**src/cpuTypesPkg.sv**
```systemverilog
package cpuTypesPkg;

    typedef logic [7:0] opcodeT;  // raw instruction byte
    typedef logic [7:0] statusT;  // NV--DIZC layout

    // flag positions inside statusT
    localparam int flagN = 7;
    localparam int flagV = 6;
    localparam int flagI = 2;  // irq mask
    localparam int flagZ = 1;
    localparam int flagC = 0;

    // timing state, T1 is the opcode fetch cycle
    typedef enum logic [2:0] {
        T1 = 3'd1,
        T2 = 3'd2,
        T3 = 3'd3,
        T4 = 3'd4,
        T5 = 3'd5,
        T6 = 3'd6,
        T7 = 3'd7
    } tStateT;

    typedef enum logic [1:0] {
        clsNorm,    // fixed two cycle
        clsRmw,     // read, dummy write, write
        clsBranch,  // length depends on flags
        clsBrk      // break / interrupt sequence
    } instClassT;

    typedef enum logic [1:0] {intNone, intRst, intNmi, intIrq} intKindT;

    typedef enum logic [1:0] {seqFetch, seqExec, seqBrk} seqStateT;

endpackage

```
**src/ctrlWordPkg.sv**
```systemverilog
package ctrlWordPkg;

    typedef logic [2:0] aluOpT;
    typedef logic [1:0] addrSelT;

    // address bus sources
    localparam addrSelT addrPc    = 2'd0;
    localparam addrSelT addrOper  = 2'd1;  // operand / effective address
    localparam addrSelT addrStack = 2'd2;
    localparam addrSelT addrVec   = 2'd3;

    localparam aluOpT aluNop = 3'd0;
    localparam aluOpT aluAdd = 3'd1;
    localparam aluOpT aluInc = 3'd2;
    localparam aluOpT aluDec = 3'd3;

    // during vecFetch the aluOp field carries the vector index instead
    localparam aluOpT vecIrq = 3'd1;  // shared with software BRK
    localparam aluOpT vecRst = 3'd2;
    localparam aluOpT vecNmi = 3'd3;

    typedef struct packed {
        logic    pcInc;
        addrSelT addrSel;
        aluOpT   aluOp;
        logic    regWrite;
        logic    memRead;
        logic    memWrite;
        logic    stackPush;  // also decrements SP
        logic    flagLoad;
        logic    vecFetch;
        logic    setI;
        logic [2:0] spare;
    } ctrlWordT;  // 16 bits

    localparam ctrlWordT ctrlIdle = '0;

endpackage

```
**src/cpuControl.sv**
```systemverilog
`timescale 1ns/1ns

module cpuControl #(
    parameter int brkLength = 7  // break sequence cycles
) (
    input  logic                  loadIR,
    input  logic                  rst,
    input  logic                  rdy,
    input  logic                  nmi,
    input  logic                  irq,
    input  cpuTypesPkg::opcodeT   opcodeIn,
    input  cpuTypesPkg::statusT   statusReg,
    output ctrlWordPkg::ctrlWordT ctrlWord,
    output logic                  sync,
    output cpuTypesPkg::tStateT   tState,
    output logic                  rstHandled,
    output logic                  nmiHandled,
    output logic                  irqHandled
);

    cpuTypesPkg::opcodeT    curOpcode;
    cpuTypesPkg::instClassT instClass;
    cpuTypesPkg::instClassT romClass;
    cpuTypesPkg::intKindT   intKind;
    ctrlWordPkg::ctrlWordT  romWord;  // before rdy gating
    logic [2:0]             instLength;
    logic                   intReq;
    logic                   intAck;

    opcodeDecoder #(.brkLength(brkLength)) u_opcodeDecoder (
        .opcode      (curOpcode),
        .status      (statusReg),
        .instLength  (instLength),
        .instClass   (instClass),
        .branchTaken ()  // already folded into instLength
    );

    ctrlRom u_ctrlRom (
        .romClass (romClass),
        .intKind  (intKind),
        .tState   (tState),
        .ctrlWord (romWord)
    );

    intArbiter u_intArbiter (
        .loadIR     (loadIR),
        .rst        (rst),
        .nmi        (nmi),
        .irq        (irq),
        .status     (statusReg),
        .intAck     (intAck),
        .intReq     (intReq),
        .intKind    (intKind),
        .rstHandled (rstHandled),
        .nmiHandled (nmiHandled),
        .irqHandled (irqHandled)
    );

    tSequencer #(.brkLength(brkLength)) u_tSequencer (
        .loadIR     (loadIR),
        .rst        (rst),
        .rdy        (rdy),
        .opcodeIn   (opcodeIn),
        .intReq     (intReq),
        .intKind    (intKind),
        .instClass  (instClass),
        .instLength (instLength),
        .ctrlIn     (romWord),
        .curOpcode  (curOpcode),
        .romClass   (romClass),
        .tState     (tState),
        .sync       (sync),
        .intAck     (intAck),
        .ctrlWord   (ctrlWord)
    );

endmodule

```
**src/ctrlRom.sv**
```systemverilog
`timescale 1ns/1ns

module ctrlRom (
    input  cpuTypesPkg::instClassT romClass,
    input  cpuTypesPkg::intKindT   intKind,
    input  cpuTypesPkg::tStateT    tState,
    output ctrlWordPkg::ctrlWordT  ctrlWord
);

    ctrlWordPkg::aluOpT vecSel;

    // vector chosen by the kind being served
    always_comb begin
        case (intKind)
            cpuTypesPkg::intRst: vecSel = ctrlWordPkg::vecRst;
            cpuTypesPkg::intNmi: vecSel = ctrlWordPkg::vecNmi;
            default:             vecSel = ctrlWordPkg::vecIrq;  // irq and BRK
        endcase
    end

    always_comb begin
        ctrlWord = ctrlWordPkg::ctrlIdle;
        if (tState == cpuTypesPkg::T1) begin
            ctrlWord.pcInc   = 1'b1;  // opcode fetch, same for every class
            ctrlWord.addrSel = ctrlWordPkg::addrPc;
            ctrlWord.memRead = 1'b1;
        end else begin
            case (romClass)
                cpuTypesPkg::clsNorm: begin
                    ctrlWord.pcInc    = 1'b1;  // operand fetch and execute
                    ctrlWord.memRead  = 1'b1;
                    ctrlWord.aluOp    = ctrlWordPkg::aluAdd;
                    ctrlWord.regWrite = 1'b1;
                    ctrlWord.flagLoad = 1'b1;
                end
                cpuTypesPkg::clsRmw: begin
                    ctrlWord.addrSel = ctrlWordPkg::addrOper;
                    case (tState)
                        cpuTypesPkg::T2: begin
                            ctrlWord.pcInc   = 1'b1;
                            ctrlWord.addrSel = ctrlWordPkg::addrPc;  // address byte
                            ctrlWord.memRead = 1'b1;
                        end
                        cpuTypesPkg::T3: ctrlWord.memRead = 1'b1;   // read old value
                        cpuTypesPkg::T4: ctrlWord.memWrite = 1'b1;  // dummy write back
                        default: begin
                            ctrlWord.memWrite = 1'b1;  // modified value
                            ctrlWord.aluOp    = ctrlWordPkg::aluInc;
                            ctrlWord.flagLoad = 1'b1;
                        end
                    endcase
                end
                cpuTypesPkg::clsBranch: begin
                    if (tState == cpuTypesPkg::T2) begin
                        ctrlWord.pcInc   = 1'b1;  // offset byte
                        ctrlWord.memRead = 1'b1;
                    end else begin
                        ctrlWord.aluOp = ctrlWordPkg::aluAdd;  // pc + offset
                    end
                end
                default: begin
                    case (tState)
                        cpuTypesPkg::T2: ctrlWord.memRead = 1'b1;  // discarded read
                        cpuTypesPkg::T3, cpuTypesPkg::T4, cpuTypesPkg::T5: begin
                            ctrlWord.addrSel   = ctrlWordPkg::addrStack;
                            ctrlWord.memWrite  = 1'b1;  // pch, pcl, then P
                            ctrlWord.stackPush = 1'b1;
                        end
                        default: begin
                            ctrlWord.addrSel  = ctrlWordPkg::addrVec;
                            ctrlWord.memRead  = 1'b1;
                            ctrlWord.vecFetch = 1'b1;
                            ctrlWord.aluOp    = vecSel;
                            ctrlWord.setI     = (tState == cpuTypesPkg::T6);
                        end
                    endcase
                end
            endcase
        end
    end

endmodule

```
**src/intArbiter.sv**
```systemverilog
`timescale 1ns/1ns

module intArbiter (
    input  logic                 loadIR,
    input  logic                 rst,
    input  logic                 nmi,
    input  logic                 irq,
    input  cpuTypesPkg::statusT  status,
    input  logic                 intAck,
    output logic                 intReq,
    output cpuTypesPkg::intKindT intKind,
    output logic                 rstHandled,
    output logic                 nmiHandled,
    output logic                 irqHandled
);

    typedef enum logic {arbIdle, arbReq} arbStateT;

    arbStateT             state;
    logic                 nmiQ;     // nmi from last cycle, for edge detect
    logic                 nmiPend;  // edge seen, not yet served
    logic                 nmiEdge;
    logic                 irqLive;
    cpuTypesPkg::intKindT nextKind;

    assign nmiEdge = nmi & ~nmiQ;
    assign irqLive = irq & ~status[cpuTypesPkg::flagI];  // masked by I
    assign intReq  = (state == arbReq);

    // rst is taken by the reset branch below, so nmi then irq here
    always_comb begin
        if (nmiPend || nmiEdge) nextKind = cpuTypesPkg::intNmi;
        else if (irqLive)       nextKind = cpuTypesPkg::intIrq;
        else                    nextKind = cpuTypesPkg::intNone;
    end

    always_ff @(posedge loadIR) begin
        rstHandled <= 1'b0;  // pulses, one cycle only
        nmiHandled <= 1'b0;
        irqHandled <= 1'b0;
        if (rst) begin
            state   <= arbReq;  // reset sequence is requested from the start
            intKind <= cpuTypesPkg::intRst;
            nmiQ    <= 1'b0;
            nmiPend <= 1'b0;
        end else begin
            nmiQ <= nmi;
            if (nmiEdge) nmiPend <= 1'b1;
            case (state)
                arbIdle: begin
                    // wait for the previous ack to clear first
                    if (!intAck && nextKind != cpuTypesPkg::intNone) begin
                        state   <= arbReq;
                        intKind <= nextKind;
                    end
                end
                default: begin
                    if (intAck) begin
                        state   <= arbIdle;
                        intKind <= cpuTypesPkg::intNone;
                        case (intKind)
                            cpuTypesPkg::intRst: rstHandled <= 1'b1;
                            cpuTypesPkg::intNmi: begin
                                nmiHandled <= 1'b1;
                                nmiPend    <= nmiEdge;  // keep an edge arriving now
                            end
                            cpuTypesPkg::intIrq: irqHandled <= 1'b1;
                            default: ;
                        endcase
                    end
                end
            endcase
        end
    end

endmodule

```
**src/opcodeDecoder.sv**
```systemverilog
`timescale 1ns/1ns

module opcodeDecoder #(
    parameter int brkLength = 7
) (
    input  cpuTypesPkg::opcodeT    opcode,
    input  cpuTypesPkg::statusT    status,
    output logic [2:0]             instLength,  // cycles including T1
    output cpuTypesPkg::instClassT instClass,
    output logic                   branchTaken
);

    logic flagSel;  // flag picked by opcode[7:6]

    // class rule, first match wins
    always_comb begin
        if (opcode == 8'h00) begin
            instClass = cpuTypesPkg::clsBrk;
        end else if (opcode[3:0] == 4'h0 && opcode[4]) begin
            instClass = cpuTypesPkg::clsBranch;  // x0 with odd high nibble
        end else if (opcode[3:0] == 4'h6 || opcode[3:0] == 4'hE) begin
            instClass = cpuTypesPkg::clsRmw;
        end else begin
            instClass = cpuTypesPkg::clsNorm;
        end
    end

    always_comb begin
        case (opcode[7:6])
            2'd0:    flagSel = status[cpuTypesPkg::flagN];
            2'd1:    flagSel = status[cpuTypesPkg::flagV];
            2'd2:    flagSel = status[cpuTypesPkg::flagC];
            default: flagSel = status[cpuTypesPkg::flagZ];
        endcase
    end

    // bit 5 is the value the flag must hold for the branch to go
    assign branchTaken = (instClass == cpuTypesPkg::clsBranch) && (flagSel == opcode[5]);

    always_comb begin
        case (instClass)
            cpuTypesPkg::clsRmw:    instLength = 3'd5;
            cpuTypesPkg::clsBranch: instLength = branchTaken ? 3'd3 : 3'd2;
            cpuTypesPkg::clsBrk:    instLength = 3'(brkLength);
            default:                instLength = 3'd2;
        endcase
    end

endmodule

```
**src/tSequencer.sv**
```systemverilog
`timescale 1ns/1ns

module tSequencer #(
    parameter int brkLength = 7
) (
    input  logic                   loadIR,
    input  logic                   rst,
    input  logic                   rdy,
    input  cpuTypesPkg::opcodeT    opcodeIn,
    input  logic                   intReq,
    input  cpuTypesPkg::intKindT   intKind,
    input  cpuTypesPkg::instClassT instClass,
    input  logic [2:0]             instLength,
    input  ctrlWordPkg::ctrlWordT  ctrlIn,
    output cpuTypesPkg::opcodeT    curOpcode,
    output cpuTypesPkg::instClassT romClass,
    output cpuTypesPkg::tStateT    tState,
    output logic                   sync,
    output logic                   intAck,
    output ctrlWordPkg::ctrlWordT  ctrlWord
);

    cpuTypesPkg::seqStateT state;
    cpuTypesPkg::opcodeT   opReg;    // opcode of the running instruction
    cpuTypesPkg::intKindT  svcKind;  // intNone for a software BRK
    cpuTypesPkg::tStateT   tNext;
    logic                  rstIdle;  // dummy first cycle out of reset
    logic                  lastExec;
    logic                  lastBrk;
    logic                  takeInt;

    // in T1 the decoder looks straight at the bus, like a predecode
    assign curOpcode = (state == cpuTypesPkg::seqFetch) ? opcodeIn : opReg;
    assign sync      = (state == cpuTypesPkg::seqFetch);
    assign tNext     = cpuTypesPkg::tStateT'(tState + 3'd1);
    assign lastExec  = (tState == instLength);
    assign lastBrk   = (tState == 3'(brkLength));
    assign takeInt   = intReq && !intAck && (intKind != cpuTypesPkg::intNone);

    always_comb begin
        case (state)
            cpuTypesPkg::seqExec: romClass = instClass;
            cpuTypesPkg::seqBrk:  romClass = cpuTypesPkg::clsBrk;
            default:              romClass = cpuTypesPkg::clsNorm;  // T1 is common
        endcase
    end

    assign ctrlWord = (rdy && !rstIdle) ? ctrlIn : ctrlWordPkg::ctrlIdle;

    always_ff @(posedge loadIR) begin
        if (rst) begin
            state   <= cpuTypesPkg::seqBrk;  // reset runs as a break sequence
            tState  <= cpuTypesPkg::T1;
            svcKind <= cpuTypesPkg::intRst;
            intAck  <= 1'b0;
            rstIdle <= 1'b1;
        end else begin
            rstIdle <= 1'b0;
            if (intAck && !intReq) intAck <= 1'b0;  // close the four-phase loop
            if (rdy) begin  // rdy low freezes everything below
                case (state)
                    cpuTypesPkg::seqFetch: begin
                        opReg  <= opcodeIn;
                        tState <= cpuTypesPkg::T2;
                        if (instClass == cpuTypesPkg::clsBrk) begin
                            state   <= cpuTypesPkg::seqBrk;
                            svcKind <= cpuTypesPkg::intNone;
                        end else begin
                            state <= cpuTypesPkg::seqExec;
                        end
                    end
                    cpuTypesPkg::seqExec: begin
                        if (lastExec) begin
                            tState <= cpuTypesPkg::T1;
                            if (takeInt) begin  // only point where irqs are seen
                                state   <= cpuTypesPkg::seqBrk;
                                svcKind <= intKind;
                            end else begin
                                state <= cpuTypesPkg::seqFetch;
                            end
                        end else begin
                            tState <= tNext;
                        end
                    end
                    cpuTypesPkg::seqBrk: begin
                        if (lastBrk) begin
                            state  <= cpuTypesPkg::seqFetch;
                            tState <= cpuTypesPkg::T1;
                            if (svcKind != cpuTypesPkg::intNone) intAck <= 1'b1;
                        end else begin
                            tState <= tNext;
                        end
                    end
                    default: begin
                        state  <= cpuTypesPkg::seqFetch;
                        tState <= cpuTypesPkg::T1;
                    end
                endcase
            end
        end
    end

endmodule
```
**config.mk**
```make
export PLATFORM = sky130hd
export DESIGN_NAME = cpuControl
export DESIGN_NICKNAME = d
export VERILOG_FILES = /design/src/cpuTypesPkg.sv /design/src/ctrlWordPkg.sv /design/src/cpuControl.sv /design/src/ctrlRom.sv /design/src/intArbiter.sv /design/src/opcodeDecoder.sv /design/src/tSequencer.sv
export SDC_FILE = /design/constraint.sdc
export NUM_CORES = 1
export LEC_CHECK = 0
export ABC_AREA = 1
export BUFFER_PORTS_ARGS = -buffer_cell sky130_fd_sc_hd__buf_2
export CORE_MARGIN = 5
export CORE_UTILIZATION = 52
export DETAILED_ROUTE_END_ITERATION = 6
export PLACE_DENSITY = 0.78
export REMOVE_ABC_BUFFERS = 1
export SYNTH_ARGS = -nofsm -noshare
export SYNTH_HDL_FRONTEND = slang
export SYNTH_SLANG_ARGS = --single-unit
```
**constraint.sdc**
```tcl
create_clock -name loadIR -period 3.45 [get_ports loadIR]
set_clock_uncertainty 0.2 [all_clocks]
set_input_delay 0.69 -clock loadIR [delete_from_list [all_inputs] [get_ports loadIR]]
set_output_delay 0.69 -clock loadIR [all_outputs]
set_load 0.005 [all_outputs]
```
==> results of run 1 <==
[synthesized netlist by cell type (2+ instances only)]
cell type   n
inv_1      45
nand2_1    36
ha_1       14
nand3_2     2
nand2_4     3
o21ai_2     7
nor3_1      8
edfxtp_1    8
a31oi_1     3
inv_2       4
nor2_1     23
buf_4       4
dfxtp_1    17
nand3_1    13
o21ai_0     3
nor2_4      3
nor4_1      2
o2111ai_1   2
a211oi_1    2
nand2_2     9
o21ai_1     3
a21oi_1    16
[layout make-up]
type,count,area [um^2],share of cell area [%]
Clock buffer,4,26.3,1.16
Inverter,49,184,8.14
Multi-Input combinational cell,163,1100,48.8
Sequential cell,25,583,25.8
Tap cell,46,57.6,2.55
Timing Repair Buffer,49,308,13.6
[routing by layer]
metal,vias to the layer above,track usage (%),part of all wire (%)
met1,743,19.8,47
met3,6,2.03,3.4
met5,-,0,0
met2,35,25.6,48
met4,0,3.90,1.5
li1,870,-,-
[per-stage QoR]
step	setup WS, ns	instances	setup TNS, ns	power, mW
2_1_floorplan	0.207	237	0	0.644
3_3_place_gp	0.182	320	0	0.731
3_5_place_dp	0.163	320	0	0.737
4_1_cts	0.00621	325	0	0.880
5_1_grt	-0.187	336	-0.903	1.02
6_report	0.0274	336	0	0.955
[critical path: stages, from the launching register on]
cell and delay (ns):
dfxtp_2 0.36, inv_2 0.05, ha_4 0.19, clkbuf_16 0.18, o21ai_4 0.17, nand2_2 0.10
nor2_4 0.17, o21ai_4 0.09, o21ai_4 0.18, nand2_4 0.09, nor2_4 0.13, nand2_4 0.08
nor3_4 0.15, nand2_1 0.06, o21ai_1 0.07, buf_2 0.12
[path summary, 6_finish.rpt]
kind | startpoint | to | slack [ns] | depth (start not counted)
worst min-delay path | u_intArbiter.nmiPend$_SDFF_PP0_ | u_intArbiter.intKind[0]$_SDFFE_PP1P_ | 0.26 | 1
worst max-delay path | u_tSequencer.state[0]$_SDFFE_PP0P_ | ctrlWord[11] | 0.03 | 15
worst min register to register | u_intArbiter.nmiPend$_SDFF_PP0_ | u_intArbiter.intKind[0]$_SDFFE_PP1P_ | 0.26 | 1
worst max register to register | u_tSequencer.state[0]$_SDFFE_PP0P_ | u_tSequencer.svcKind[0]$_SDFFE_PP1P_ | 0.90 | 16
[registers in the layout, indices dropped and copies added (netlist names)]
name	flops
u_tSequencer.opReg	8
u_tSequencer.tState	3
u_intArbiter.intKind	2
u_tSequencer.state	2
u_tSequencer.svcKind	2
u_intArbiter.intReq	1
u_intArbiter.irqHandled	1
u_intArbiter.nmiHandled	1
u_intArbiter.nmiPend	1
u_intArbiter.nmiQ	1
u_intArbiter.rstHandled	1
u_tSequencer.intAck	1
u_tSequencer.rstIdle	1
[power groups by stage]
stage,clock [mW],combinational (mW),sequential (mW)
4_1_cts,0.135,0.401,0.344
3_5_place_dp,0,0.386,0.350
3_3_place_gp,0,0.381,0.349
2_1_floorplan,0,0.297,0.347
6_report,0.130,0.479,0.346
5_1_grt,0.145,0.531,0.348
[cell families (layout without fill, tap and decap cells)]
logic type | after synthesis | count (layout) | share of synthesized area, %
other | 1 | 4 | 0.207
buffers and inverters | 57 | 102 | 14.0
AND/OR/NAND/NOR | 102 | 102 | 28.2
AO/OA/AOI/OAI | 43 | 43 | 15.9
adder cells (fa/ha/maj) | 14 | 14 | 9.66
flip-flops | 25 | 25 | 32.0
[what timing repair did]
item,4_1_cts,5_1_grt
setup endpoints to repair,11,11
buffers inserted,1,10
cloned,0,1
gates resized for setup,6,18
pin swaps,1,13
==> run metrics, run 1 <==
YS warnings=0; Buffers on Ports=36; dominant cell type by area after synthesis=dfxtp_1; Final GP Congestion=0.888; CTS H-tree depth=1; Layout Utilization=67.2%; Yosys reg bits=25; Row Count=21; most frequent cells in the layout=inv_1 (43), buf_2 (36), nand2_1 (33); final-layout fill cell count=295; vias in the first global route=1483; Sw Ratio=40.5%; total track usage=15.0%; DPL Wire Length=2830 um; Min Hold Slack=0.255 ns; initial antenna violation count=0; 1st-pass router iterations=5; Distinct cells, synth=37; fin crit period=3.42 ns; cell area after layout=2260 um^2; share of layout cells above drive strength 1=32.1%; Post-Syn Area=1810 um^2; clock power share=13.7%; initial drt markers=113; Pwr Density=422 nW/um^2; share of the synthesized area in the top cell type=18.8%; Die H=69.1 um; Net Sw Power=387 uW; CP endpoint kind=primary output; Initial Utilization=53.9%; clk sinks=25; CP Class=reg2out; maximum vdd ir drop=0.222 mV; # hold bufs at CTS=0; Sequential Power Share=36.2%; wire length of the first global-routing pass=6210 um; vias per cell=4.92; largest net degree at the start of global routing=16; achievable clock frequency=292 MHz; Clock Latency Late Sink=0.32 ns; status=completed; Critical Path Fanout Max=7; sequential share of the synthesized area=32.0%; Post-Syn Instances=242; final max-slew violation count=0; combinational share of power=50.2%; clock root cell=clkbuf_4; Worst EP required=2.56 ns; Area growth syn-to-layout=24.6%; Chip Width=69.1 um; Startpoint Class=flip-flop; HP Class=reg2reg; Ant. Diodes=0; clock tree buffer depth=2; Routed Antenna Nets=0; Placed Instance Area=2010 um^2; Max-cap violations=0; Core Box Area=3360 um^2; Setup violations, final=0; Worst-Margin Slew=0.785 ns; drt total wl=3910 um; Top Ports=44; largest cells by area after synthesis=dfxtp_1 (19%), edfxtp_1 (13%), ha_1 (9.7%); total CTS buffers=3; GR Overflow Total=0; Fin. Hold Viols=0; Post-synth top flop=dfxtp_1; DRC errors left=0; routed wire length per instance=11.6 um; syn avg cell area=7.50 um^2; CTS tree=built; die area=4770 um^2; clk slew on worst S/H paths=0.13 ns; Tcrit/Tclk final=99.2%; most common cell after layout, fill and taps aside=inv_1; Pleak=1.13 nW; Internal Pwr Total=568 uW; number of flops mapped to enable cells by yosys=8; routed via count=1654; fin nets=326; FFs w/ async S/R, synth=0%; Rel. slew slack=47.5%; critical path arrival=2.53 ns; unrepaired setup endpoints after global routing=yes
No activity file was read; power rests on OpenSTA's default activity.
==> run 2, diff against run 1 <==
Settings changed: CORE_UTILIZATION 52 to 53, PLACE_DENSITY 0.78 to 0.79.
==> run metrics, run 2 (synthesis gave the netlist of run 1 again) <==
clock root cell=clkbuf_4 (unchanged); max FFs per register=8 (unchanged); setup_tns=0 ns (unchanged); CP endpoint kind=primary output (unchanged); busiest grt layer=met2 (unchanged); Clock Latency Late Sink=0.32 ns (about the same); Setup violations, final=0 (unchanged); GR Overflow Total=0 (unchanged); routed wire length per instance=13.1 um (was 11.6 um); M2 GR Usage=32.3% (was 25.6%); met1 global-route usage=24.3% (was 19.8%); CTS H-tree depth=1 (unchanged); Final GP Congestion=0.880 (was 0.888); maximum vdd ir drop=0.263 mV (was 0.222 mV); Core Box Area=3340 um^2 (was 3360 um^2); Die H=68.5 um (was 69.1 um); initial drt markers=133 (was 113); Worst-Margin Slew=0.755 ns (was 0.785 ns); Fin. Hold Viols=0 (unchanged); Pleak=1.23 nW (was 1.13 nW); wire length of the first global-routing pass=6780 um (was 6210 um); vias in the first global route=1614 (was 1483); Buffers on Ports=36 (unchanged); met3 usage=2.43% (was 2.03%); largest net degree at the start of global routing=14 (was 16); Top Ports=44 (unchanged); clk sinks=25 (unchanged); final max-slew violation count=0 (unchanged); HP Class=reg2reg (unchanged); routed via count=1815 (was 1654); fin nets=340 (was 326); Layout Utilization=73.1% (was 67.2%); biggest regs=u_tSequencer.opReg (8), u_tSequencer.tState (3) (unchanged); clk slew on worst S/H paths=0.13 ns (about the same); most common cell after layout, fill and taps aside=inv_1 (unchanged); most frequent cells in the layout=inv_1 (43), buf_2 (36), nand2_1 (31) (was inv_1 (43), buf_2 (36), nand2_1 (33)); die area=4690 um^2 (was 4770 um^2); achievable clock frequency=293 MHz (was 292 MHz); R2R Setup Slk=0.92 ns (was 0.90 ns); fin crit period=3.42 ns (about the same); share of layout cells above drive strength 1=37.2% (was 32.1%); Pwr Density=444 nW/um^2 (was 422 nW/um^2); Chip Width=68.5 um (was 69.1 um); Routed Antenna Nets=0 (unchanged); Max-cap violations=0 (unchanged); CTS tree=built (unchanged); Tcrit/Tclk final=99.1% (was 99.2%); Ant. Diodes=0 (unchanged); vias per cell=5.19 (was 4.92); clock tree buffer depth=2 (unchanged); Area growth syn-to-layout=34.5% (was 24.6%); Top reg by flops=u_tSequencer.opReg (unchanged); DRC errors left=0 (unchanged); Worst EP required=2.56 ns (about the same); total CTS buffers=3 (unchanged); DPL Wire Length=2880 um (was 2830 um); initial antenna violation count=0 (unchanged); drt total wl=4570 um (was 3910 um); status=completed (unchanged); total track usage=18.9% (was 15.0%); Critical Path Fanout Max=4 (was 7); unrepaired setup endpoints after global routing=yes (unchanged); CP Class=reg2out (unchanged); Rel. slew slack=49.5% (was 47.5%); Startpoint Class=flip-flop (unchanged); Row Count=21 (unchanged); Initial Utilization=54.4% (was 53.9%); 1st-pass router iterations=5 (unchanged); critical path arrival=2.53 ns (about the same)
==> run 2: final timing paths <==
kind,start,to,cells after the start
setup / recovery,u_tSequencer.state[1]$_SDFFE_PP1P_,ctrlWord[11],16
hold / removal,u_intArbiter.nmiPend$_SDFF_PP0_,u_intArbiter.intKind[0]$_SDFFE_PP1P_,1
setup reg to reg,u_tSequencer.state[1]$_SDFFE_PP1P_,u_tSequencer.svcKind[0]$_SDFFE_PP1P_,17
hold reg to reg,u_intArbiter.nmiPend$_SDFF_PP0_,u_intArbiter.intKind[0]$_SDFFE_PP1P_,1
==> run 2: layout make-up <==
class                           count  area, um^2
Fill cell                         251         897
Multi-Input combinational cell    163        1130
Clock buffer                        4        26.3
Tap cell                           46        57.6
Timing Repair Buffer               63         450
Inverter                           49         194
Sequential cell                    25         583
==> run 2: worst max-delay path, stage by stage, from the launching register on <==
cell and delay (ns):
dfxtp_2 0.35, inv_2 0.07, ha_4 0.21, clkbuf_16 0.18, nand2_2 0.08, o21ai_4 0.08
nand2_2 0.09, nor2_4 0.15, o21ai_2 0.10, o21ai_4 0.16, nand2_4 0.09, nor2_4 0.13
nand2_4 0.08, nor3_4 0.15, nand2_1 0.08, o21ai_1 0.07, buf_2 0.12
==> run 2: what timing repair did <==
item | 4_1_cts | 5_1_grt
hold buffers | 0 | 0
endpoints found under the setup margin | 11 | 10
resized for setup | 20 | 16
setup buffers | 9 | 14
pin swaps | 15 | 18
gates cloned | 1 | 2
==> run 2: through the flow <==
step | hold slack (ns) | worst slack, ns | area [um^2] | total power [mW] | cells
after global routing | 0.282 | -0.145 | 2440 | 1.15 | 350
after CTS | 0.261 | -0.0112 | 2220 | 0.973 | 334
final | 0.255 | 0.0318 | 2440 | 1.08 | 350
after floorplan | 0.222 | 0.207 | 1760 | 0.644 | 237
after global placement | 0.235 | 0.221 | 2010 | 0.729 | 320
after detailed placement | 0.245 | 0.185 | 2010 | 0.736 | 320
==> run 2: where the power goes <==
part	internal [mW]	switching (mW)
clock network	0.0453	0.0892
registers	0.327	0.0193
logic	0.276	0.325
==> run 2: routing by layer <==
metal	wire, um	share of wire [%]
met2	2230	49
met1	2000	44
met4	108	2.4
met5	0	0
met3	238	5.2
